==> src/rtl/isa_pkg.sv <==
package isa_pkg;

    // ----------------------------------------
    // Load/store funct3 field
    // ----------------------------------------
    typedef logic [2:0] funct3_t;    // ir[14:12]

    // Size field in funct3[1:0]
    localparam logic [1:0] F3_SZ_BYTE = 2'b00;
    localparam logic [1:0] F3_SZ_HALF = 2'b01;
    localparam logic [1:0] F3_SZ_WORD = 2'b10;

    // Full encodings, loads
    localparam funct3_t F3_LB  = 3'b000;
    localparam funct3_t F3_LH  = 3'b001;
    localparam funct3_t F3_LW  = 3'b010;
    localparam funct3_t F3_LBU = 3'b100;    // Zero extend
    localparam funct3_t F3_LHU = 3'b101;    // Zero extend

    // Stores share the size field, bit 2 never set
    localparam funct3_t F3_SB = 3'b000;
    localparam funct3_t F3_SH = 3'b001;
    localparam funct3_t F3_SW = 3'b010;

    typedef enum logic [1:0] {
        SIZE_BYTE = 2'b00,
        SIZE_HALF = 2'b01,
        SIZE_WORD = 2'b10
    } access_size_e;

    // Encoding 11 has no RV32 meaning, treated as word
    function automatic access_size_e decode_size(input funct3_t f3);
        case (f3[1:0])
            F3_SZ_BYTE: return SIZE_BYTE;
            F3_SZ_HALF: return SIZE_HALF;
            default:    return SIZE_WORD;
        endcase
    endfunction

    function automatic logic is_unsigned(input funct3_t f3);
        return f3[2];    // Only meaningful for loads
    endfunction

endpackage

==> src/rtl/mem_pkg.sv <==
package mem_pkg;

    // ----------------------------------------
    // Data path widths
    // ----------------------------------------
    localparam int DATA_WIDTH = 32;    // One RAM word
    localparam int BYTE_W     = 8;
    localparam int HALF_W     = 16;

    // Lanes per word and low address bits that pick them
    localparam int NUM_LANES  = DATA_WIDTH / BYTE_W;
    localparam int LANE_BITS  = $clog2(NUM_LANES);

    // ----------------------------------------
    // Memory geometry
    // ----------------------------------------
    // Word address bits, RAM holds 2**ADDR_BITS words
    localparam int DEFAULT_ADDR_BITS = 8;

    // Byte address is word address plus lane bits
    function automatic int byte_addr_bits(input int addr_bits);
        return addr_bits + LANE_BITS;
    endfunction

endpackage

==> src/rtl/mem_bus_if.sv <==
`timescale 1ns/1ps

interface mem_bus_if #(
    parameter int ADDR_BITS = mem_pkg::DEFAULT_ADDR_BITS
);
    import mem_pkg::*;

    logic [ADDR_BITS-1:0]  addr;     // Word address
    logic [DATA_WIDTH-1:0] wdata;    // Merged store word
    logic                  we;       // Active high
    logic [DATA_WIDTH-1:0] rdata;    // Follows addr, no latency

    // Access unit side
    modport ctrl (
        output addr,
        output wdata,
        output we,
        input  rdata
    );

    // Storage side
    modport ram (
        input  addr,
        input  wdata,
        input  we,
        output rdata
    );

endinterface

==> src/rtl/load_align.sv <==
`timescale 1ns/1ps

module load_align (
    input  logic [mem_pkg::DATA_WIDTH-1:0] word_i,      // Raw word from RAM
    input  logic [1:0]                     lane_i,      // byte_addr[1:0]
    input  isa_pkg::access_size_e          size_i,
    input  logic                           unsigned_i,  // 1 = zero extend
    output logic [mem_pkg::DATA_WIDTH-1:0] data_o
);
    import mem_pkg::*;
    import isa_pkg::*;

    logic [BYTE_W-1:0] byte_sel;
    logic [HALF_W-1:0] half_sel;
    logic              fill;       // Extension bit

    // ----------------------------------------
    // Lane select
    // ----------------------------------------
    always_comb begin
        case (lane_i)
            2'd0:    byte_sel = word_i[BYTE_W-1:0];
            2'd1:    byte_sel = word_i[2*BYTE_W-1:BYTE_W];
            2'd2:    byte_sel = word_i[3*BYTE_W-1:2*BYTE_W];
            default: byte_sel = word_i[4*BYTE_W-1:3*BYTE_W];
        endcase
    end

    // Halfword picked by bit 1 only
    assign half_sel = lane_i[1] ? word_i[DATA_WIDTH-1:HALF_W] : word_i[HALF_W-1:0];

    // ----------------------------------------
    // Sign or zero extension
    // ----------------------------------------
    always_comb begin
        fill = 1'b0;
        if (!unsigned_i) begin
            // Top bit of the selected lane
            fill = (size_i == SIZE_BYTE) ? byte_sel[BYTE_W-1] : half_sel[HALF_W-1];
        end

        case (size_i)
            SIZE_BYTE: data_o = {{(DATA_WIDTH-BYTE_W){fill}}, byte_sel};
            SIZE_HALF: data_o = {{(DATA_WIDTH-HALF_W){fill}}, half_sel};
            default:   data_o = word_i;    // Whole word unchanged
        endcase
    end

endmodule

==> src/rtl/store_merge.sv <==
`timescale 1ns/1ps

module store_merge (
    input  logic [mem_pkg::DATA_WIDTH-1:0] old_word_i,  // Current RAM contents
    input  logic [mem_pkg::DATA_WIDTH-1:0] wd_i,        // Store data, lane in low bits
    input  logic [1:0]                     lane_i,
    input  isa_pkg::access_size_e          size_i,
    output logic [mem_pkg::DATA_WIDTH-1:0] word_o
);
    import mem_pkg::*;
    import isa_pkg::*;

    logic [BYTE_W-1:0]     new_byte;
    logic [HALF_W-1:0]     new_half;
    logic [DATA_WIDTH-1:0] byte_word;    // Old word with one byte replaced
    logic [DATA_WIDTH-1:0] half_word;    // Old word with one half replaced

    assign new_byte = wd_i[BYTE_W-1:0];
    assign new_half = wd_i[HALF_W-1:0];

    // ----------------------------------------
    // Byte merge
    // ----------------------------------------
    always_comb begin
        case (lane_i)
            2'd0:    byte_word = {old_word_i[DATA_WIDTH-1:BYTE_W], new_byte};
            2'd1:    byte_word = {old_word_i[DATA_WIDTH-1:2*BYTE_W], new_byte,
                                  old_word_i[BYTE_W-1:0]};
            2'd2:    byte_word = {old_word_i[DATA_WIDTH-1:3*BYTE_W], new_byte,
                                  old_word_i[2*BYTE_W-1:0]};
            default: byte_word = {new_byte, old_word_i[3*BYTE_W-1:0]};
        endcase
    end

    // Halfword merge, lane bit 1 picks upper or lower
    assign half_word = lane_i[1] ? {new_half, old_word_i[HALF_W-1:0]}
                                 : {old_word_i[DATA_WIDTH-1:HALF_W], new_half};

    // ----------------------------------------
    // Size select
    // ----------------------------------------
    always_comb begin
        case (size_i)
            SIZE_BYTE: word_o = byte_word;
            SIZE_HALF: word_o = half_word;
            default:   word_o = wd_i;    // Word store overwrites all lanes
        endcase
    end

endmodule

==> src/rtl/pmmu.sv <==
`timescale 1ns/1ps

module pmmu #(
    parameter int ADDR_BITS = mem_pkg::DEFAULT_ADDR_BITS
) (
    input  logic                           clk_i,
    input  logic                           arst_n_i,
    input  isa_pkg::funct3_t               funct3_i,     // ir[14:12]
    input  logic [ADDR_BITS+1:0]           byte_addr_i,  // Byte addressing
    input  logic [mem_pkg::DATA_WIDTH-1:0] wd_i,
    input  logic                           mwr_n_i,      // Write strobe, active low
    input  logic                           mrd_n_i,      // Read strobe, active low
    output logic [mem_pkg::DATA_WIDTH-1:0] rd_o,
    output logic                           misaligned_o,
    output logic                           fault_o,      // Sticky until reset
    mem_bus_if.ctrl                        bus
);
    import mem_pkg::*;
    import isa_pkg::*;

    access_size_e          size;
    logic                  uns;
    logic [1:0]            lane;
    logic                  addr_bad;     // Address not on a size boundary
    logic                  access;       // Any strobe active
    logic [DATA_WIDTH-1:0] load_data;
    logic [DATA_WIDTH-1:0] merged_word;
    logic                  fault_q;

    // ----------------------------------------
    // Decode
    // ----------------------------------------
    assign size   = decode_size(funct3_i);
    assign uns    = is_unsigned(funct3_i);
    assign lane   = byte_addr_i[1:0];
    assign access = ~mwr_n_i | ~mrd_n_i;

    // Alignment check
    always_comb begin
        case (size)
            SIZE_HALF: addr_bad = lane[0];
            SIZE_WORD: addr_bad = |lane;
            default:   addr_bad = 1'b0;    // Bytes always aligned
        endcase
    end

    assign misaligned_o = access & addr_bad;

    // ----------------------------------------
    // RAM side
    // ----------------------------------------
    // Drop lane bits for word addressing
    assign bus.addr  = byte_addr_i[ADDR_BITS+1:2];
    assign bus.wdata = merged_word;
    assign bus.we    = ~mwr_n_i & ~addr_bad;    // Misaligned store is dropped

    // Read-modify-write in one cycle
    store_merge u_store_merge (
        .old_word_i (bus.rdata),
        .wd_i       (wd_i),
        .lane_i     (lane),
        .size_i     (size),
        .word_o     (merged_word)
    );

    load_align u_load_align (
        .word_i     (bus.rdata),
        .lane_i     (lane),
        .size_i     (size),
        .unsigned_i (uns),
        .data_o     (load_data)
    );

    // Raw word when no read is requested
    assign rd_o = mrd_n_i ? bus.rdata : load_data;

    // ----------------------------------------
    // Sticky fault
    // ----------------------------------------
    always_ff @(posedge clk_i or negedge arst_n_i) begin
        if (!arst_n_i) begin
            fault_q <= 1'b0;
        end else if (misaligned_o) begin
            fault_q <= 1'b1;    // Held until next reset
        end
    end

    assign fault_o = fault_q;

endmodule

==> src/flat_wrapper.sv <==
// flat-port wrapper written by rule: the top's interface ports become plain ports
module pmmu_flat import mem_pkg::*; import isa_pkg::*;
#(
    parameter int ADDR_BITS = mem_pkg::DEFAULT_ADDR_BITS
)
  (clk_i, arst_n_i, funct3_i, byte_addr_i, wd_i, mwr_n_i, mrd_n_i, rd_o, misaligned_o, fault_o, bus_addr, bus_wdata, bus_we, bus_rdata);
  mem_bus_if #(.ADDR_BITS(ADDR_BITS)) bus_i ();
  input  logic clk_i;
  input  logic arst_n_i;
  input  isa_pkg::funct3_t funct3_i;
  input  logic [ADDR_BITS+1:0] byte_addr_i;
  input  logic [mem_pkg::DATA_WIDTH-1:0] wd_i;
  input  logic mwr_n_i;
  input  logic mrd_n_i;
  output logic [mem_pkg::DATA_WIDTH-1:0] rd_o;
  output logic misaligned_o;
  output logic fault_o;
  output wire logic [$bits(bus_i.addr)-1:0] bus_addr;
  output wire logic [$bits(bus_i.wdata)-1:0] bus_wdata;
  output wire logic [$bits(bus_i.we)-1:0] bus_we;
  input wire logic [$bits(bus_i.rdata)-1:0] bus_rdata;
  assign bus_addr = bus_i.addr;
  assign bus_wdata = bus_i.wdata;
  assign bus_we = bus_i.we;
  assign bus_i.rdata = bus_rdata;
  pmmu #(.ADDR_BITS(ADDR_BITS)) u_core (.clk_i(clk_i), .arst_n_i(arst_n_i), .funct3_i(funct3_i), .byte_addr_i(byte_addr_i), .wd_i(wd_i), .mwr_n_i(mwr_n_i), .mrd_n_i(mrd_n_i), .rd_o(rd_o), .misaligned_o(misaligned_o), .fault_o(fault_o), .bus(bus_i));
endmodule
==> config.mk <==
export PLATFORM = sky130hd
export DESIGN_NAME = pmmu_flat
export DESIGN_NICKNAME = d
export VERILOG_FILES = /design/src/rtl/isa_pkg.sv /design/src/rtl/mem_pkg.sv /design/src/rtl/mem_bus_if.sv /design/src/rtl/load_align.sv /design/src/rtl/store_merge.sv /design/src/rtl/pmmu.sv /design/src/flat_wrapper.sv
export SDC_FILE = /design/constraint.sdc
export NUM_CORES = 1
export LEC_CHECK = 0
export ABC_AREA = 1
export BUFFER_PORTS_ARGS = -buffer_cell sky130_fd_sc_hd__buf_4
export CAP_MARGIN = 15
export CORE_MARGIN = 5
export CORE_UTILIZATION = 43
export CTS_CLUSTER_DIAMETER = 60
export CTS_CLUSTER_SIZE = 16
export DETAILED_ROUTE_END_ITERATION = 6
export PLACE_DENSITY_LB_ADDON = 0.12
export SYNTH_ARGS = -nofsm -noshare
export SYNTH_HDL_FRONTEND = slang
export SYNTH_HIERARCHICAL = 1
export SYNTH_SLANG_ARGS = --single-unit
==> constraint.sdc <==
create_clock -name clk_i -period 1 [get_ports clk_i]
set_input_delay 0 -clock clk_i [delete_from_list [all_inputs] [get_ports clk_i]]
set_output_delay 0 -clock clk_i [all_outputs]
set_load 0.05 [all_outputs]
# [Word-level counts from Yosys, hierarchy flattened]
# Cells that the tools add are included.
[classes] n_eq_ne=5 n_mux=11 bitwise_logic=6 n_reduce_logical=4
[op_table] operator="$pmux W32 S2" count=2
[op_table] operator="$pmux W32 S3" count=1
[op_table] operator="$mux W32" count=2
[op_table] operator="$pmux W8 S3" count=1
[op_table] operator="$mux W16" count=1
[op_table] operator="$eq A2 B1 Y1 const B" count=3
[op_table] operator="$logic_not A2 Y1" count=3
[op_table] operator="$eq A2 B2 Y1 const B" count=2
[op_table] operator="$pmux W2 S2" count=1
[op_table] operator="$not A1 Y1" count=3
[op_table] operator="$and A1 B1 Y1" count=2
[op_table] operator="$mux W1" count=2
[op_table] operator="$pmux W1 S2" count=1
[op_table] operator="$reduce_or A2 Y1" count=1
[op_table] operator="$or A1 B1 Y1" count=1
[totals] register_bits=1 inputBits=81 output_inout_bits=75 word_cells=27

# [Depth between registers and ports, before layout]
[depth] word_depth=7 depth_mapped=12 mapped_depth_nobuf=11

# [By module]
# The synthesis kept the hierarchy.
[modules_own_cells] mod="store_merge" instances=1 cells_per_inst=342 area_each_um2=1577.8
[modules_own_cells] mod="pmmu" instances=1 cells_per_inst=126 area_each_um2=728.2
[modules_own_cells] mod="load_align" instances=1 cells_per_inst=140 area_each_um2=698.2

# [Worst setup path after synthesis]
# OpenSTA, ideal clock, no wires.
[synth_timing] path_kind="input-to-output" startpoint="input funct3_i[0]" endpoint="output rd_o[31] (netlist name)" arrival_ns=2.133 required_time_ns=1.000 setup_slack_ns=-1.133 path_stages=11 path_buffers=1 cell_sequence="inv_1 -> nor2_1 -> inv_1 -> nand2_1 -> nand2_1 -> nand2_2 -> nand3_4 -> buf_6 -> nand2_2 -> inv_1 -> o21ai_0"
[synth_via] elab_chain_cells=7 elab_cells_between_ends=9 cone_classes="eq/ne (2); mux (5); reduce/logical (2)"
[synth_rtl] element="from (decl)" line_no="flat_wrapper.sv:10" text="input isa_pkg::funct3_t funct3_i;"
[synth_rtl] element="$eq A2 B1 Y1 / $logic_not A2 Y1 (equally long branches)" line_no="isa_pkg.sv:33" text="case (f3[1:0])"
[synth_rtl] element="$pmux W2 S2 *" line_no="isa_pkg.sv:33"
[synth_rtl] element="named net u_core.size[0]" line_no="pmmu.sv:21" text="access_size_e size;"
[synth_rtl] element="$logic_not A2 Y1" line_no="load_align.sv:39, load_align.sv:42"
[synth_rtl] element="$mux W1" line_no="load_align.sv:39" text="fill = (size_i == SIZE_BYTE) ? byte_sel[BYTE_W-1] : half_sel[HALF_W-1];"
[synth_rtl] element="$mux W1" line_no="load_align.sv:37" text="if (!unsigned_i) begin"
[synth_rtl] element="$pmux W32 S2 *" line_no="load_align.sv:42" text="case (size_i)"
[synth_rtl] element="named net u_core.load_data[31]" line_no="pmmu.sv:26" text="logic [DATA_WIDTH-1:0] load_data;"
[synth_rtl] element="$mux W32 *" line_no="pmmu.sv:75" text="assign rd_o = mrd_n_i ? bus.rdata : load_data;"
[synth_rtl] element="to (decl)" line_no="flat_wrapper.sv:15" text="output logic [mem_pkg::DATA_WIDTH-1:0] rd_o;"
# The timed path passes the listed nets; every way through them passes the cells marked *.

# [Final worst setup path]
[layout_timing] startpoint="input funct3_i[0]" endpoint="output rd_o[13] (netlist name)"
# Same word-level chain as after synthesis.

==> results.txt <==
* Result of the run: complete, but fails checks
- The checks that failed: setup timing.
- Area grow syn2layout: 77.5%
- Clock insertion delay at the later pin of the skew report: 0 ns
* Worst setup startpoint: funct3_i[0]
- Number of nets in the final layout: 846
- Wire length of the first global-routing pass: 20900 µm
- Of all nets on the critical path, the largest fanout is 8.
- Share of post-route cells with drive strength above 1: 46.4%
- Counting I/O delays and the setup requirement, the final critical path takes 1.29 ns.
* Arrival time of data at the critical path endpoint: 1.29 ns
* Max transition margin: 82.3%
- I/O pin cnt: 156
* Final design instance area without fill: 0.00533 mm²
- Die Outline Area: 0.00876 mm²
- In this run the static leakage power is 2.90 nW.
- The core region is 0.00679 mm².
- Detailed placement finished with a half-perimeter wire length of 9780 µm.
- R2R Path Start: u_core/fault_o$_DFFE_PN0P_
- Post-detailed-route via-to-cell ratio: 5.34
* Number of max-capacitance violations reported: 0
* Layout Utilization: 78.5%
- The worst setup path is captured at an output port.
- The number of global-route vias before repair is 4350.
* Hold Crit Class: in2out
* Routed vias: 4588
* DRT antenna net count: 0
- The worst setup path is launched from a primary input.
* Worst slew pin tran: 0.266 ns
- Setup total negative slack on the finished layout was measured at -13.50 ns.
- After detailed placement, the total cell area comes to 0.00461 mm².
- After the first detailed-routing iteration, the DRC count stood at 354.
* Initial antenna violation count: 0
* Horizontal extent of the die: 93.6 µm
- In the final routed layout, each cell accounts on average for 15.8 µm.
- For the worst setup path, the data required time is 1.00 ns.
- For this run, the number of Yosys warnings is 6.
- Setup violations remaining at the end of the flow were counted as 64.
* Count of mapped cells out of synthesis: 608
- The worst-case IR drop observed on VDD is 0.481 mV.
- Fill cells in the final layout number 504.
* RSZ-0062 raised after global routing: yes
- Placement Setup Slack: -0.403 ns
- In this run the cell area of the synthesized design comes to 0.00300 mm².
- Static timing analysis puts the maximum clock frequency at 772 MHz.
- In this run, synthesis produced a sequential element count of 1.
- Setup Crit Path Kind: in2out
* Post-synthesis net count: 689
- Count of final hold-check violations: 0
- Final weighted congestion in routability-driven placement: 0.921
- In this run the register-to-register setup slack is 0.42 ns.
- After synthesis, the mean cell area works out to 4.94 µm².
- Worst clock skew: 0 ns
* First-pass detailed-route iteration total: 5
- In the routed design, unresolved DRC markers number 0.
- In the global route stage, overall resource usage came out at 28.9%.
- Antenna Diode Count: 0
- For this design the ratio of total power to cell area is 714 mW/mm².
* Worst setup path endpoint: rd_o[13]
- In the finished design, the share of the clock period the worst path needs comes to 129%.
* Total gr overflow: 0
- Final WS setup: -0.295 ns
- Maximum number of pins on one net before global-route repair: 29
* Number of flip-flops under the largest register name: 1
* Reg2Reg Capture Point: u_core/fault_o$_DFFE_PN0P_
* Slew Limit Fails: 0
- Cell row count: 30
* Sequential fraction of the synthesis area: 0.833%
* Number of distinct library cells after synthesis: 30
- Initial Utilization: 44.2%
* Buffers on Ports: 139
- The floorplan step set the die height to 93.6 µm.
* FF-to-FF path depth: 2
- Post-Route WL: 13600 µm
==> layer usage <==
| metal | vias up | global-route usage (%) | wire length [µm] |
|---|---|---|---|
| met3 | 29 | 3.14 | 1020 |
| met4 | 0 | 7.94 | 304 |
| met2 | 236 | 53.7 | 7140 |
| met1 | 2126 | 34.7 | 5120 |
| li1 | 2197 | - | - |
| met5 | - | 0 | 0 |
==> worst min path at each step <==
stage / from / end / slack [ns] / cells after the start
floorplan: arst_n_i / u_core/fault_o$_DFFE_PN0P_ / -0.30 / 0
global placement: arst_n_i / u_core/fault_o$_DFFE_PN0P_ / -0.22 / 1
detailed placement: arst_n_i / u_core/fault_o$_DFFE_PN0P_ / -0.22 / 1
CTS: byte_addr_i[8] / bus_addr[6] / 0.0003 / 0
global route: byte_addr_i[2] / bus_addr[0] / 0.00007 / 0
finish: byte_addr_i[3] / bus_addr[1] / 0.00002 / 0
==> worst max-delay path, stage by stage <==
cell and delay, ns:
sky130_fd_sc_hd__buf_6 0.10, sky130_fd_sc_hd__inv_4 0.05, sky130_fd_sc_hd__nor2_4 0.04, sky130_fd_sc_hd__inv_2 0.06, sky130_fd_sc_hd__nand2_4 0.06, sky130_fd_sc_hd__nor2_4 0.09, sky130_fd_sc_hd__nand2_2 0.08, sky130_fd_sc_hd__nand2_4 0.10
sky130_fd_sc_hd__buf_6 0.10, sky130_fd_sc_hd__nand3_4 0.13, sky130_fd_sc_hd__nand2_1 0.12, sky130_fd_sc_hd__inv_2 0.05, sky130_fd_sc_hd__o21ai_4 0.13, sky130_fd_sc_hd__buf_6 0.18
==> cell families after synthesis <==
| family | share of synthesized area [%] |
|---|---|
| compound gates | 20.0 |
| simple gates | 55.9 |
| flops | 0.833 |
| buf+inv | 23.2 |
==> cells in the mapped netlist, drive strengths merged <==
| library cell | instances | area [µm²] |
|---|---|---|
| o21ai | 47 | 337 |
| o221ai | 4 | 35.0 |
| nand2 | 303 | 1180 |
| nor3 | 1 | 5.00 |
| a21boi | 15 | 113 |
| a21oi | 1 | 5.00 |
| dfrtp | 1 | 25.0 |
| inv | 93 | 359 |
| a22oi | 12 | 90.1 |
| clkbuf | 4 | 15.0 |
| nand3 | 71 | 423 |
| o31ai | 3 | 22.5 |
| buf | 39 | 323 |
| nor2 | 14 | 72.6 |
==> cell type report <==
class	instances	area, µm²	share of cell area (%)
inverters	93	369	6.92
multi-input cells	472	2810	52.6
flip-flops and latches	1	25.0	0.469
well taps	96	120	2.25
repair buffers	197	2010	37.7
==> power by group <==
group / total (mW) / internal, mW / switching (mW)
Combinational: 3.76 / 1.45 / 2.31
Clock: 0 / 0 / 0
Sequential: 0.0412 / 0.0412 / 0
==> repair_timing <==
action | in CTS | in global routing
resized for setup | 123 | 32
endpoints found under the hold margin | 1 | 0
hold buffers | 1 | 0
buffers inserted | 4 | 3
gates cloned | 5 | 2
setup endpoints to repair | 64 | 64
pin swaps | 32 | 11
==> per-stage QoR <==
stage	std cells	hold slack, ns	power, mW
global placement	844	-0.225	3.23
global route	859	0.0000718	4.01
CTS	854	0.000341	3.67
finish	859	0.0000193	3.81
floorplan	608	-0.296	2.34
detailed placement	844	-0.223	3.27
==> cells in the final DEF (no fill, tap or decap), types with 2 or more instances in the layout <==
cell / count
sky130_fd_sc_hd__a21boi_1: 13
sky130_fd_sc_hd__a21boi_2: 2
sky130_fd_sc_hd__a22oi_1: 11
sky130_fd_sc_hd__buf_12: 10
sky130_fd_sc_hd__buf_16: 2
sky130_fd_sc_hd__buf_4: 110
sky130_fd_sc_hd__buf_6: 61
sky130_fd_sc_hd__buf_8: 10
sky130_fd_sc_hd__clkbuf_16: 2
sky130_fd_sc_hd__inv_1: 59
sky130_fd_sc_hd__inv_2: 29
sky130_fd_sc_hd__inv_4: 3
sky130_fd_sc_hd__nand2_1: 254
sky130_fd_sc_hd__nand2_2: 46
sky130_fd_sc_hd__nand2_4: 3
sky130_fd_sc_hd__nand3_1: 41
sky130_fd_sc_hd__nand3_2: 28
sky130_fd_sc_hd__nand3_4: 3
sky130_fd_sc_hd__nor2_1: 8
sky130_fd_sc_hd__nor2_4: 5
sky130_fd_sc_hd__o21ai_0: 13
sky130_fd_sc_hd__o21ai_4: 33
sky130_fd_sc_hd__o221ai_1: 3
sky130_fd_sc_hd__o31ai_1: 3
(Power assumes the default switching activity.)
